--- src/dc_pkg.sv ---
// Geometry assumes 32-bit words and a 4 KB backing memory; address bits above 11 are ignored
package dc_pkg;

  // Cache and memory geometry
  localparam int LINES          = 16;
  localparam int WORDS_PER_LINE = 4;
  localparam int MEM_WORDS      = 1024;
  localparam int IDX_W          = $clog2(LINES);
  localparam int OFF_W          = $clog2(WORDS_PER_LINE);
  localparam int TAG_W          = 4;                     // Address bits 11:8
  localparam int MEM_AW         = $clog2(MEM_WORDS);

  // Bit 0 store, bits 2:1 size, bit 3 unsigned
  typedef enum logic [3:0] {
    OP_LB  = 4'b0000,
    OP_SB  = 4'b0001,
    OP_LH  = 4'b0010,
    OP_SH  = 4'b0011,
    OP_LW  = 4'b0100,
    OP_SW  = 4'b0101,
    OP_LBU = 4'b1000,
    OP_LHU = 4'b1010
  } dc_op_e;

  typedef struct packed {
    dc_op_e      op;
    logic [31:0] addr;
    logic [3:0]  lsqid;
    logic [31:0] wdata;
  } dc_req_t;

  typedef struct packed {
    logic        valid;
    logic        error;  // Misaligned access
    logic [3:0]  lsqid;
    logic [31:0] rdata;
  } dc_resp_t;

  typedef struct packed {
    logic              we;
    logic [MEM_AW-1:0] addr;  // Word address
    logic [3:0]        be;
    logic [31:0]       wdata;
  } mem_req_t;

  typedef enum logic [1:0] {
    ST_IDLE,
    ST_LOOKUP,
    ST_REFILL,
    ST_RESP
  } ctrl_state_e;

endpackage

--- src/dc_ctrl.sv ---
// One request at a time; responses are registered, and loads dropped by flush still finish refills
`timescale 1ns/10ps

module dc_ctrl (
  input  logic                      clk,
  input  logic                      rst,
  input  logic                      lsq_dc_req,
  input  logic                      lsq_dc_flush,
  input  dc_pkg::dc_req_t           lsq_dc,
  output logic                      ready,
  output dc_pkg::dc_req_t           cur,
  input  logic                      hit,
  input  logic                      misaligned,
  input  logic [3:0]                lane_be,
  input  logic [31:0]               lane_wdata,
  input  logic [31:0]               lane_rdata,
  output logic                      arr_wr_en,
  output logic                      fill_en,
  output logic                      fill_done,
  output logic                      refill_start,
  input  logic [dc_pkg::OFF_W-1:0]  beat,
  input  logic                      capture,
  input  logic                      last,
  output dc_pkg::mem_req_t          mem,
  output dc_pkg::dc_resp_t          resp
);

  dc_pkg::ctrl_state_e state;
  logic        accept;
  logic        cur_store;
  logic        lookup;
  logic        kill;       // Pending load response dropped by flush
  logic        resp_valid;
  logic        resp_error;
  logic [3:0]  resp_lsqid;
  logic [31:0] resp_rdata;

  assign ready     = (state == dc_pkg::ST_IDLE);
  assign accept    = lsq_dc_req && (lsq_dc.op[0] || !lsq_dc_flush);  // Stores survive flush
  assign cur_store = cur.op[0];
  assign lookup    = (state == dc_pkg::ST_LOOKUP);

  assign arr_wr_en    = lookup && cur_store && !misaligned && hit;
  assign refill_start = lookup && !cur_store && !misaligned && !hit;
  assign fill_en      = (state == dc_pkg::ST_REFILL) && capture;
  assign fill_done    = (state == dc_pkg::ST_REFILL) && last;

  always_comb begin
    mem.we    = lookup && cur_store && !misaligned;  // Write-through
    mem.addr  = cur.addr[dc_pkg::MEM_AW+1:2];
    mem.be    = lane_be;
    mem.wdata = lane_wdata;
    if (state == dc_pkg::ST_REFILL) begin
      mem.addr = {cur.addr[dc_pkg::MEM_AW+1:dc_pkg::OFF_W+2], beat};
    end
  end

  always_ff @(posedge clk) begin
    if (ready && accept) cur <= lsq_dc;
    if (lookup || state == dc_pkg::ST_RESP) begin
      resp_lsqid <= cur.lsqid;
      resp_rdata <= misaligned ? 32'd0 : lane_rdata;
    end
  end

  always_ff @(posedge clk) begin
    if (rst) begin
      state      <= dc_pkg::ST_IDLE;
      kill       <= 1'b0;
      resp_valid <= 1'b0;
      resp_error <= 1'b0;
    end else begin
      resp_valid <= 1'b0;
      resp_error <= 1'b0;
      case (state)
        dc_pkg::ST_IDLE: if (accept) state <= dc_pkg::ST_LOOKUP;
        dc_pkg::ST_LOOKUP: begin
          kill <= lsq_dc_flush;
          if (misaligned) begin
            resp_valid <= cur_store || !lsq_dc_flush;
            resp_error <= cur_store || !lsq_dc_flush;
            state      <= dc_pkg::ST_IDLE;
          end else if (cur_store) begin
            state <= dc_pkg::ST_IDLE;
          end else if (hit) begin
            resp_valid <= !lsq_dc_flush;
            state      <= dc_pkg::ST_IDLE;
          end else begin
            state <= dc_pkg::ST_REFILL;
          end
        end
        dc_pkg::ST_REFILL: begin
          kill <= kill || lsq_dc_flush;
          if (last) state <= dc_pkg::ST_RESP;
        end
        dc_pkg::ST_RESP: begin
          resp_valid <= !(kill || lsq_dc_flush);
          state      <= dc_pkg::ST_IDLE;
        end
        default: state <= dc_pkg::ST_IDLE;
      endcase
    end
  end

  assign resp = '{valid: resp_valid, error: resp_error, lsqid: resp_lsqid, rdata: resp_rdata};

endmodule

--- config.mk ---
export PLATFORM = sky130hd
export DESIGN_NAME = dc_ctrl
export DESIGN_NICKNAME = d
export VERILOG_FILES = /design/src/dc_pkg.sv /design/src/dc_ctrl.sv
export SDC_FILE = /design/constraint.sdc
export NUM_CORES = 1
export LEC_CHECK = 0
export ABC_CLOCK_PERIOD_IN_PS = 3300
export BUFFER_PORTS_ARGS = -buffer_cell sky130_fd_sc_hd__buf_2
export CAP_MARGIN = 30
export CORE_AREA = 2 2 122 124
export CTS_BUF_LIST = sky130_fd_sc_hd__clkbuf_4
export DETAILED_ROUTE_END_ITERATION = 16
export DIE_AREA = 0 0 124 126
export SLEW_MARGIN = 5
export SYNTH_ARGS = -nofsm -noshare
export SYNTH_HDL_FRONTEND = slang
export SYNTH_SLANG_ARGS = --single-unit
--- constraint.sdc ---
create_clock -name clk -period 3.3 [get_ports clk]
set_input_delay 0 -clock clk [delete_from_list [all_inputs] [get_ports clk]]
set_output_delay 0 -clock clk [all_outputs]
set_load 0.02 [all_outputs]
* After elaboration in Yosys (flattened, before gate mapping)
Index checks and enable logic that the tools add are counted.
** Storage, ports and cells
- Output and inout port bits :: 162
- Latch bits :: 0
- RAM bits :: 0
- Flip-flop bits (word level) :: 113
- Input bits :: 150
- Memories kept :: 0
- Bits in read-only memories :: 0
** Operators by class
- Multipliers :: 0
- Shift-type cells :: 0
- Divide/modulo/power cells :: 0
- Add/sub/neg operators :: 0
- Bitwise gates (word level) :: 2
- Reduce and logical (&&, ||, !) cells :: 23
- Multiplexer cells :: 12
- Equal/unequal tests :: 5
- Order comparisons :: 0
** Operator list (number)
- 2-bit two-way mux :: 6
- 1-bit logical AND :: 10
- 2-bit case mux with 4 select lines :: 1
- 1-bit zero test :: 5
- 2-bit == test (second input constant) :: 2
- 1-bit logical OR :: 4
- 1-bit case mux with 2 select lines :: 2
- 1-bit two-way mux :: 3
- 3-bit OR reduction :: 1
- 2-bit by 1-bit == test with 1-bit output (second input constant) :: 1
- 2-bit zero test :: 1
- 2-bit by 1-bit != test with 1-bit output (second input constant) :: 1
- 2-bit != test (second input constant) :: 1
- 1-bit inverter :: 2
- 2-bit AND reduction :: 1
- 2-bit nonzero test :: 1

* Longest topological paths before layout
Gate-level depths: netlist of the first run.
- Word-level depth :: 5
- Depth in mapped cells :: 5
- Depth with buffers taken out :: 5

* Least setup slack after synthesis of the first run
OpenSTA, ideal clock, no wires.
- Kind :: flip-flop to flip-flop
- Start point :: register state[0]
- End point :: register cur[0] (netlist name) (enable)
- Setup time :: 0.426 ns
- Arrival :: 2.290 ns
- Period minus slack after synthesis :: 2.716 ns
- Path buffers :: 0
- Path slack :: 0.584 ns
- Stages on the path, launching flop included :: 4
- Cells stage by stage :: dfxtp_1 inv_1 ha_1 o211a_1
** On the way
- Cells in the longest elaborated chain, start to end :: 2
** RTL lines
- start, declared :: line dc_ctrl.sv:28 : dc_pkg::ctrl_state_e state;
- start signal, assigned :: line dc_ctrl.sv:68 : state <= dc_pkg::ST_IDLE;
- start signal, assigned :: line dc_ctrl.sv:76 : dc_pkg::ST_IDLE: if (accept) state <= dc_pkg::ST_LOOKUP;
- start signal, assigned :: line dc_ctrl.sv:82 : state <= dc_pkg::ST_IDLE;
- 2-bit zero test :: line dc_ctrl.sv:38 : assign ready = (state == dc_pkg::ST_IDLE);
- via ready :: line dc_ctrl.sv:10 : output logic ready,
- 1-bit logical AND :: line dc_ctrl.sv:59 : if (ready && accept) cur <= lsq_dc;
- end signal, assigned :: line dc_ctrl.sv:59
- end, declared :: line dc_ctrl.sv:11 : output dc_pkg::dc_req_t cur,
The timed path passes the listed nets, and every way through them passes these cells.
A chain may end at the register's enable or synchronous reset.

* Final worst setup path of the first run
- Start point :: register state[0]
- End point :: register cur[19] (netlist name) (enable)
** On the way
- Cells in the longest elaborated chain, start to end :: 2
** RTL lines (line)
- 2-bit zero test :: dc_ctrl.sv:38
- 1-bit logical AND :: dc_ctrl.sv:59
No other way between the ends.

==> reports/results.ini, run 1 <==
[clock_network]
cts_tree=done
numClockSinks=113
cts_resized=0
path_clk_slew_ns=0.10
clockRootBuffer=clkbuf_4
clk_path_buf_depth=2
htreeDepth=4
numCtsBuffers=17
clock_latency_ns=0.51

[power_and_ir_drop]
ir_worst_vdd_mv=0.208
p_leak_nw=2.84
p_per_area_nw_per_um2=485
finalPower_mw=3.22

[grt]
grt_pass1_wl_um=17300
grt_antenna_before_repair=1
first_global_vias=3222
globalRouteTotalUtil_pct=15.8
grt_max_degree=37
grt-ovfl-total=0

[die]
dieArea_um2=15600
num_io_pins=312
chipHeight_um=126
die_w_um=124
start_util_pct=29.2
fp-row-count=44
coreArea_um2=14300

[placed_design]
place_congestion=0.764
numPortBuffers=239
place_inst=607
hpwl_um=8500

[final_layout]
finalNonFillerCells=750
nets=707
mostFrequentLayoutCells=buf_2 (239), dlygate4sd3_1 (111), edfxtp_1 (108), nor2b_1 (30), clkbuf_4 (19)
final_common_cell=buf_2
fillers=1264
area_growth_pct=58.7
final_layout_size_suffix_gt1_share_pct=48.5
final_core_util_pct=46.4

[detailed_routing]
drcViolationCount=0
firstDrtPassIters=4
finalWirelength_um=12600
viasPerCell=4.14
antenna_left=0
wl_per_cell_um=16.8
drt_iter0_markers=119
vias=3108

[synthesis]
mappedNetlistArea_um2=4190
synth_edf_count=108
postSynth.asyncResetShare_pct=0
syn-num-nets=385
yosys_warnings=0
syn_inst=231
synth_cell_type_count=27
ys_ff_latch=113
seq_area_frac_synth_pct=79.9
synth_ff_type=edfxtp_1
syn_avg_cell_area_um2=18.1

[worst_setup_path]
worstSetupStartpoint=state[0]$_SDFFE_PP0P_
cp.arrival_ns=2.12
cp_num_cells=4
worst_ep_required_time_ns=3.49
crit_slowest_cell=o211a_4
cp-endpoint=cur[19]$_DFFE_PP_
startpoint_type=register
cp_cell_sequence=inv_1, ha_1, o211a_4, buf_4
rr_endpoint=cur[19]$_DFFE_PP_
critical-path-max-stage-delay_ns=0.48
r2r-start=state[0]$_SDFFE_PP0P_
rr_worst_depth=4
cp_top_family=buffers and inverters
path_buf_inv=2
crit_path_max_fanout=33
setup.worst_path.end_class=register
criticalPathCategory=reg -> reg
ff2ff_setup_slack_ns=1.37

[timing]
period_needed_ns=1.93
slew_headroom_pct=44.4
max_freq_mhz=517
fin_hold_ws_ns=0.00000779
fin_skew_ns=0.0198
hold_violations=0
tns_ns=0
grt_setup_unrepaired=false
drv_slew=0
fin_crit_sh_pct=58.6
tightest_slew_ns=0.835
setup_viol=0

[outcome]
status=complete, no violations

[hold_path]
hold_class=in -> out

[job]
drv_cap=0

## how the worst min path moves through the flow
stage                         startpoint            to  slack (ns)  depth (start not counted)
after global routing      lane_wdata[29]       mem[29]     0.00003                          0
after floorplan               misaligned  refill_start        0.04                          1
after global placement    lane_wdata[21]       mem[21]      0.0001                          0
after CTS                 lane_wdata[21]       mem[21]      0.0001                          0
final                     lane_wdata[12]       mem[12]    0.000008                          0
after detailed placement  lane_wdata[21]       mem[21]      0.0001                          0
## layer usage
metal  wire length (µm)  part of all wire (%)  GRT usage, %  up-vias
met3                917                   7.3          5.89       54
met4                609                   4.8          10.5        0
li1                   -                     -             -     1431
met5                  0                     0             0        -
met2               6880                    55          28.9      175
met1               4210                    33          14.1     1448
## Yosys cell counts (2+ instances only)
cell | count | area [µm²]
dfxtp_1 | 5 | 100
nor2b_1 | 30 | 188
nand2b_1 | 4 | 25.0
a21oi_1 | 2 | 10.0
and2_1 | 3 | 18.8
inv_1 | 4 | 15.0
o21ai_0 | 2 | 10.0
and2b_1 | 3 | 22.5
nor2_1 | 2 | 7.51
buf_2 | 2 | 10.0
nand2_1 | 2 | 7.51
mux2_2 | 2 | 22.5
ha_1 | 4 | 50.1
edfxtp_1 | 108 | 3240
buf_4 | 46 | 345
## stage by stage
step	area, µm²	setup WS [ns]
3_5_place_dp	5270	1.35
5_1_grt	6640	1.20
4_1_cts	6640	1.32
2_1_floorplan	4190	0.584
3_3_place_gp	5270	1.44
6_report	6640	1.37
## report_power, final
part           internal (mW)  switching [mW]  total, mW
sequential              1.70          0.0353       1.74
clock                  0.452           0.511      0.963
combinational          0.228           0.297      0.526
## area by class of cell
type / count / area (µm²) / area share [%]
timing repair buffer: 352 / 2320 / 35.0
clock buffer: 19 / 143 / 2.15
multi-input combinational: 65 / 469 / 7.06
inverter: 4 / 15.0 / 0.226
clock inverter: 12 / 119 / 1.79
tap: 184 / 230 / 3.47
sequential: 113 / 3340 / 50.3
antenna: 1 / 2.50 / 0.0377
## kinds of logic after synthesis
kind of cell,Yosys count,share of synthesized area (%)
simple gates,51,7.98
compound gates,7,1.08
buf+inv,53,9.12
flops,113,79.9
fa+ha+maj,4,1.20
mux,3,0.777
## flip-flops by register name, summed over array words and instances (netlist names), named ones only
register    cells
cur            72
kill            1
resp_error      1
resp_lsqid      4
resp_rdata     32
resp_valid      1
state           1
## worst register-to-register path, delay by kind of cell, from the launching register on
| kind | cells | cell delay [ns] |
|---|---|---|
| buffers and inverters | 2 | 0.53 |
| adders and majority gates | 1 | 0.25 |
| AOI/OAI and AO/OA | 1 | 0.48 |
| DFF | 1 | 0.36 |
## what timing repair did
action | 4_1_cts | 5_1_grt
setup buffers | 0 | 0
hold endpoints to repair | 109 | 0
hold buffers | 111 | 0
Note: power is estimated with default switching activity, not from simulation.
==> run 2, diff against run 1 <==
ABC_AREA = 1   (was default)
ABC_CLOCK_PERIOD_IN_PS = 2050   (was 3300)
clock period = 2.05 ns   (was 3.3 ns; I/O delays follow)
==> reports/results.ini, run 2 <==
[outcome]
status=complete, no violations  ; unchanged

[final_layout]
final_core_util_pct=47.5  ; was 46.4%
largest_registers=cur: 72 flops, resp_rdata: 32 flops, resp_lsqid: 4 flops  ; unchanged
final_common_cell=buf_2  ; unchanged
top_register=cur  ; unchanged
final_area_um2=6800  ; was 6640 µm²
mostFrequentLayoutCells=buf_2 (239), dlygate4sd3_1 (113), edfxtp_1 (108), inv_1 (39), nor2_1 (38)  ; was buf_2 (239), dlygate4sd3_1 (111), edfxtp_1 (108), nor2b_1 (30), clkbuf_4 (19)
fillers=1262  ; was 1264
largest_reg_flops=72  ; unchanged
nets=765  ; was 707
area_growth_pct=61.2  ; was 58.7%
final_layout_size_suffix_gt1_share_pct=45.8  ; was 48.5%

[detailed_routing]
wl_per_cell_um=15.3  ; was 16.8 µm
drcViolationCount=0  ; unchanged
firstDrtPassIters=4  ; unchanged
vias=3319  ; was 3108
viasPerCell=4.10  ; was 4.14
antenna_left=0  ; unchanged
drt_iter0_markers=114  ; was 119
finalWirelength_um=12400  ; was 12600 µm

[synthesis]
synth_edf_count=108  ; unchanged
ys_top_cells_by_area=edfxtp_1 (77%), buf_4 (8.2%), inv_1 (3.7%)  ; was edfxtp_1 (77%), buf_4 (8.2%), nor2b_1 (4.5%)
mappedNetlistArea_um2=4220  ; was 4190 µm²
synth_ff_type=edfxtp_1  ; unchanged
syn_avg_cell_area_um2=14.9  ; was 18.1 µm²
syn-num-nets=437  ; was 385
synth_most_common_cell=edfxtp_1  ; unchanged
ys_ff_latch=113  ; unchanged
synth_commonest_cells=edfxtp_1 (108), buf_4 (46), inv_1 (42)  ; was edfxtp_1 (108), buf_4 (46), nor2b_1 (30)
postSynth.asyncResetShare_pct=0  ; unchanged
yosys.area.top_type=edfxtp_1  ; unchanged
synth_cell_type_count=19  ; was 27
syn_inst=283  ; was 231
synth_top_area_share_pct=76.8  ; was 77.5%
yosys_warnings=0  ; unchanged
seq_area_frac_synth_pct=79.2  ; was 79.9%

[worst_setup_path]
rr_endpoint=state[0]$_SDFFE_PP0P_  ; was cur[19]$_DFFE_PP_
rr_worst_depth=7  ; was 4
cp.arrival_ns=2.25  ; was 2.12 ns
crit_path_max_fanout=6  ; was 33
setup.worst_path.end_class=register  ; unchanged
startpoint_type=register  ; unchanged
worstSetupStartpoint=state[0]$_SDFFE_PP0P_  ; unchanged
ff2ff_setup_slack_ns=0.21  ; was 1.37 ns
r2r-start=state[0]$_SDFFE_PP0P_  ; unchanged
worst_ep_required_time_ns=2.46  ; was 3.49 ns
criticalPathCategory=reg -> reg  ; unchanged

[die]
fp-row-count=44  ; unchanged
num_io_pins=312  ; unchanged
dieArea_um2=15600  ; unchanged
coreArea_um2=14300  ; unchanged
start_util_pct=29.5  ; was 29.2%
chipHeight_um=126  ; unchanged
die_w_um=124  ; unchanged

[placed_design]
numPortBuffers=239  ; unchanged
place_ws_ns=0.500  ; was 1.35 ns
place_congestion=0.811  ; was 0.764
hpwl_um=8530  ; was 8500 µm
dpl-instance-area_um2=5370  ; was 5270 µm²

[clock_network]
clock_latency_ns=0.51  ; about the same
htreeDepth=4  ; unchanged
path_clk_slew_ns=0.11  ; was 0.10 ns
numCtsBuffers=17  ; unchanged
clk_path_buf_depth=2  ; unchanged
clockRootBuffer=clkbuf_4  ; unchanged
cts_tree=done  ; unchanged
postCtsSetupBuffers=0  ; unchanged
numClockSinks=113  ; unchanged

[hold_path]
min_from=lane_wdata[12]  ; unchanged
holdPathStages=0  ; unchanged
min_to=mem[12]  ; unchanged
hold_class=in -> out  ; unchanged

[timing]
slew_headroom_pct=59.7  ; was 44.4%
grt_setup_unrepaired=false  ; unchanged
drv_slew=0  ; unchanged
tightest_slew_ns=0.605  ; was 0.835 ns
fin_ws_ns=0.211  ; was 1.37 ns
fin_hold_ws_ns=0.00000778  ; was 0.00000779 ns
hold_violations=0  ; unchanged
fin_skew_ns=0.0115  ; was 0.0198 ns
max_freq_mhz=544  ; was 517 MHz
tns_ns=0  ; unchanged
period_needed_ns=1.84  ; was 1.93 ns
fin_crit_sh_pct=89.7  ; was 58.6%
setup_viol=0  ; unchanged

[power_and_ir_drop]
ir_worst_vdd_mv=0.598  ; was 0.208 mV
clkPwrFrac_pct=22.7  ; was 29.9%
power_frac_seq_pct=45.7  ; was 53.8%
power_frac_comb_pct=31.6  ; was 16.3%
p_per_area_nw_per_um2=1120  ; was 485 nW/µm²
switchingPower_mw=2.65  ; was 0.843 mW
intPower_mw=4.97  ; was 2.38 mW
swShare_pct=34.8  ; was 26.2%
p_leak_nw=3.09  ; was 2.84 nW

[grt]
grt-ovfl-total=0  ; unchanged
grt_max_degree=37  ; unchanged
grt_pass1_wl_um=17700  ; was 17300 µm
globalRouteTotalUtil_pct=15.8  ; about the same
grt_antenna_before_repair=1  ; unchanged
first_global_vias=3523  ; was 3222

[job]
drv_cap=0  ; unchanged

[run 2: cell count changes after synthesis, sizes merged, moves of 3 or more]
cell / before / now
and2: 3 / 0
nor2: 2 / 40
nand2b: 4 / 0
inv: 4 / 44
nor2b: 30 / 0
and2b: 3 / 0
nand2: 2 / 20
[run 2: worst max-delay path, cell delays in order (launching register included)]
cell	delay, ns
dfxtp_2	0.37
inv_2	0.09
ha_1	0.29
inv_2	0.08
or2_4	0.25
nand2_1	0.07
dlygate4sd3_1	0.54
a21oi_1	0.05
[run 2: repair_timing]
item,4_1_cts,5_1_grt
gates resized for setup,0,0
hold endpoints to repair,114,0
hold buffers,113,0
[run 2: through the flow]
step                      cells  power [mW]
after global routing        809        8.04
after CTS                   808        7.71
after detailed placement    663        5.77
after floorplan             283        4.99
final                       809        7.63
after global placement      663        5.73
[run 2: final cells by class]
cell class,count,area [µm²],area share (%)
Sequential cell,113,3350,49.2
Timing Repair Buffer,359,2390,35.2
Multi-Input combinational cell,75,363,5.33
Tap cell,184,230,3.38
Inverter,45,169,2.48
Clock inverter,14,165,2.43
Clock buffer,18,135,1.99
Antenna cell,1,2.50,0.0368
[run 2: layer usage]
metal / vias to the layer above / global-route usage (%) / wire length, µm
met2: 191 / 30.9 / 6910
met5: - / 0 / 0
met1: 1528 / 13.2 / 4070
li1: 1553 / - / -
met3: 47 / 5.57 / 986
met4: 0 / 8.99 / 443
[run 2: worst max-delay path by stage]
stage | to | slack, ns
5_1_grt | state[0]$_SDFFE_PP0P_ | 0.1
3_5_place_dp | cur[33]$_DFFE_PP_ | 0.50
2_1_floorplan | cur[0]$_DFFE_PP_ | -0.05
3_3_place_gp | cur[51]$_DFFE_PP_ | 0.52
4_1_cts | state[0]$_SDFFE_PP0P_ | 0.23
6_report | state[0]$_SDFFE_PP0P_ | 0.21
[run 2: cell families after synthesis]
kind of cell | after synthesis | share of synthesized area, %
AO/OA/AOI/OAI | 4 | 0.474
adder cells (fa/ha/maj) | 4 | 1.19
buffers and inverters | 95 | 12.7
AND/OR/NAND/NOR | 67 | 6.46
flip-flops | 113 | 79.2
[run 2: power groups by stage]
stage                     clock [mW]  combinational [mW]  sequential [mW]
after floorplan                    0               0.769             4.22
after global placement             0                2.21             3.52
after detailed placement           0                2.24             3.53
after CTS                       1.79                2.44             3.48
after global routing            1.89                2.61             3.53
final                           1.73                2.41             3.48
==> run 3, diff against run 2 <==
CELL_PAD_IN_SITES_DETAIL_PLACEMENT = 1   (was default)
CELL_PAD_IN_SITES_GLOBAL_PLACEMENT = 2   (was default)
CORE_AREA = default   (was 2 2 122 124)
CORE_MARGIN = 1   (was default)
CORE_UTILIZATION = 24   (was default)
DIE_AREA = default   (was 0 0 124 126)
PLACE_DENSITY_LB_ADDON = 0.1   (was default)
==> reports/results.ini, run 3 (synthesis gave the netlist of run 2 again) <==
[clock_network]
path_clk_slew_ns=0.11  ; about the same
numClockSinks=113  ; unchanged
cts_resized=0  ; unchanged
clockRootBuffer=clkbuf_4  ; unchanged
htreeDepth=4  ; unchanged
clock_latency_ns=0.51  ; about the same
clk_path_buf_depth=2  ; unchanged
numCtsBuffers=17  ; unchanged
cts_tree=done  ; unchanged

[timing]
fin_skew_ns=0.0119  ; was 0.0115 ns
slew_headroom_pct=42.1  ; was 59.7%
fin_hold_ws_ns=0.00000774  ; was 0.00000778 ns
drv_slew=0  ; unchanged
max_freq_mhz=535  ; was 544 MHz
fin_crit_sh_pct=91.3  ; was 89.7%
hold_violations=0  ; unchanged
period_needed_ns=1.87  ; was 1.84 ns
fin_ws_ns=0.179  ; was 0.211 ns
setup_viol=0  ; unchanged
grt_setup_unrepaired=false  ; unchanged
tns_ns=0  ; unchanged
tightest_slew_ns=0.869  ; was 0.605 ns

[worst_setup_path]
crit_slowest_cell=dlygate4sd3_1  ; unchanged
cp.arrival_ns=2.33  ; was 2.25 ns
critical_path.most_common_cell=inv_2  ; unchanged
worst_ep_required_time_ns=2.51  ; was 2.46 ns
startpoint_type=register  ; unchanged
r2r-start=state[0]$_SDFFE_PP0P_  ; unchanged
rr_worst_depth=8  ; was 7
crit_path_max_fanout=6  ; unchanged
cp_top_family=buffers and inverters  ; unchanged
critical-path-max-stage-delay_ns=0.55  ; was 0.54 ns
criticalPathCategory=reg -> reg  ; unchanged
path_buf_inv=3  ; unchanged
ff2ff_setup_slack_ns=0.18  ; was 0.21 ns
cp_cell_sequence=inv_2, ha_1, inv_2, or2_4, nand4_1, dlygate4sd3_1, nand2_1, nor2_2  ; was inv_2, ha_1, inv_2, or2_4, nand2_1, dlygate4sd3_1, a21oi_1
setup.worst_path.end_class=register  ; unchanged

[detailed_routing]
finalWirelength_um=12100  ; was 12400 µm
drcViolationCount=0  ; unchanged
antenna_left=0  ; unchanged
wl_per_cell_um=14.4  ; was 15.3 µm
vias=3222  ; was 3319
firstDrtPassIters=6  ; was 4
drt_iter0_markers=95  ; was 114
viasPerCell=3.81  ; was 4.10

[placed_design]
hpwl_um=8470  ; was 8530 µm
numPortBuffers=239  ; unchanged
place_congestion=0.692  ; was 0.811
dpl-instance-area_um2=5380  ; was 5370 µm²
place_ws_ns=0.288  ; was 0.500 ns

[grt]
globalRouteTotalUtil_pct=13.5  ; was 15.8%
grt_util_met1_pct=12.2  ; was 13.2%
grt_max_degree=73  ; was 37
grt_pass1_wl_um=17800  ; was 17700 µm
use_met2_pct=25.4  ; was 30.9%
grt-ovfl-total=0  ; unchanged
grt_antenna_before_repair=1  ; unchanged
use_met3_pct=4.47  ; was 5.57%
first_global_vias=3406  ; was 3523
grt_busiest_layer=met2  ; unchanged

[final_layout]
largest_registers=cur: 72 flops, resp_rdata: 32 flops, resp_lsqid: 4 flops  ; unchanged
final_common_cell=buf_2  ; unchanged
largest_reg_flops=72  ; unchanged
final_layout_size_suffix_gt1_share_pct=46.0  ; was 45.8%
mostFrequentLayoutCells=buf_2 (239), dlygate4sd3_1 (112), edfxtp_1 (108), inv_1 (39), nor2_1 (38)  ; was buf_2 (239), dlygate4sd3_1 (113), edfxtp_1 (108), inv_1 (39), nor2_1 (38)
nets=759  ; was 765
top_register=cur  ; unchanged
final_area_um2=6840  ; was 6800 µm²
fillers=1903  ; was 1262
area_growth_pct=62.0  ; was 61.2%

[outcome]
status=complete, no violations  ; unchanged

[hold_path]
hold_class=in -> out  ; unchanged
min_from=lane_wdata[0]  ; was lane_wdata[12]
min_to=mem[0]  ; was mem[12]
holdPathStages=0  ; unchanged

[job]
drv_cap=0  ; unchanged

[die]
dieArea_um2=18100  ; was 15600 µm²
chipHeight_um=135  ; was 126 µm
coreArea_um2=17200  ; was 14300 µm²
num_io_pins=312  ; unchanged
die_w_um=135  ; was 124 µm
fp-row-count=48  ; was 44
start_util_pct=24.5  ; was 29.5%

[power_and_ir_drop]
ir_worst_vdd_mv=0.423  ; was 0.598 mV
p_leak_nw=3.08  ; was 3.09 nW
p_per_area_nw_per_um2=1130  ; was 1120 nW/µm²
finalPower_mw=7.72  ; was 7.63 mW

run 3: changes by cell type in the layout (fill, tap and decap cells not counted):
cell and change:
clkinvlp_4 -2, or2_1 -1, clkinv_2 +1, inv_6 +2, inv_8 -1, diode_2 +1
or2_2 +1, buf_4 -5, bufinv_16 +1, clkinv_1 -2, clkbuf_4 +1, dlygate4sd3_1 -1
run 3: report_power, final:
group	internal, mW	total (mW)	leakage, nW	switching, mW
Combinational	0.771	2.36	1.85	1.59
Sequential	3.30	3.46	1.06	0.161
Clock	0.998	1.90	0.171	0.898
Total	5.07	7.72	3.08	2.65
run 3: worst max-delay path by stage:
stage,start,slack [ns],depth (start not counted),end
floorplan,state[0]$_SDFFE_PP0P_,-0.05,4,cur[0]$_DFFE_PP_
global placement,register,0.34,3,resp_rdata[5]$_SDFFCE_PP0P_
detailed placement,register,0.29,3,resp_lsqid[0]$_DFFE_PP_
CTS,state[0]$_SDFFE_PP0P_,0.14,8,register
global route,state[0]$_SDFFE_PP0P_,0.06,8,register
finish,state[0]$_SDFFE_PP0P_,0.18,8,register
run 3: cell type report:
type	count	area, µm²	area share [%]
multi-input combinational	75	363	5.31
antenna	2	5.00	0.0732
clock inverter	13	184	2.69
inverter	45	169	2.47
tap	225	282	4.12
sequential	113	3350	48.9
timing repair buffer	353	2340	34.3
clock buffer	19	143	2.09
run 3: what timing repair did:
action / 4_1_cts / 5_1_grt
hold buffers: 112 / 0
endpoints found under the hold margin: 109 / 0
buffers inserted: 0 / 0
run 3: routing by layer:
metal | part of all wire (%) | vias to the layer above
li1 | - | 1534
met1 | 35 | 1512
met2 | 55 | 133
met3 | 6.0 | 43
met4 | 3.7 | 0
met5 | 0 | -
run 3: through the flow:
step	utilization, %	cells
after floorplan	-	283
after global placement	31.2	699
after detailed placement	31.2	699
after CTS	39.6	843
after global routing	39.6	844
final	39.7	845
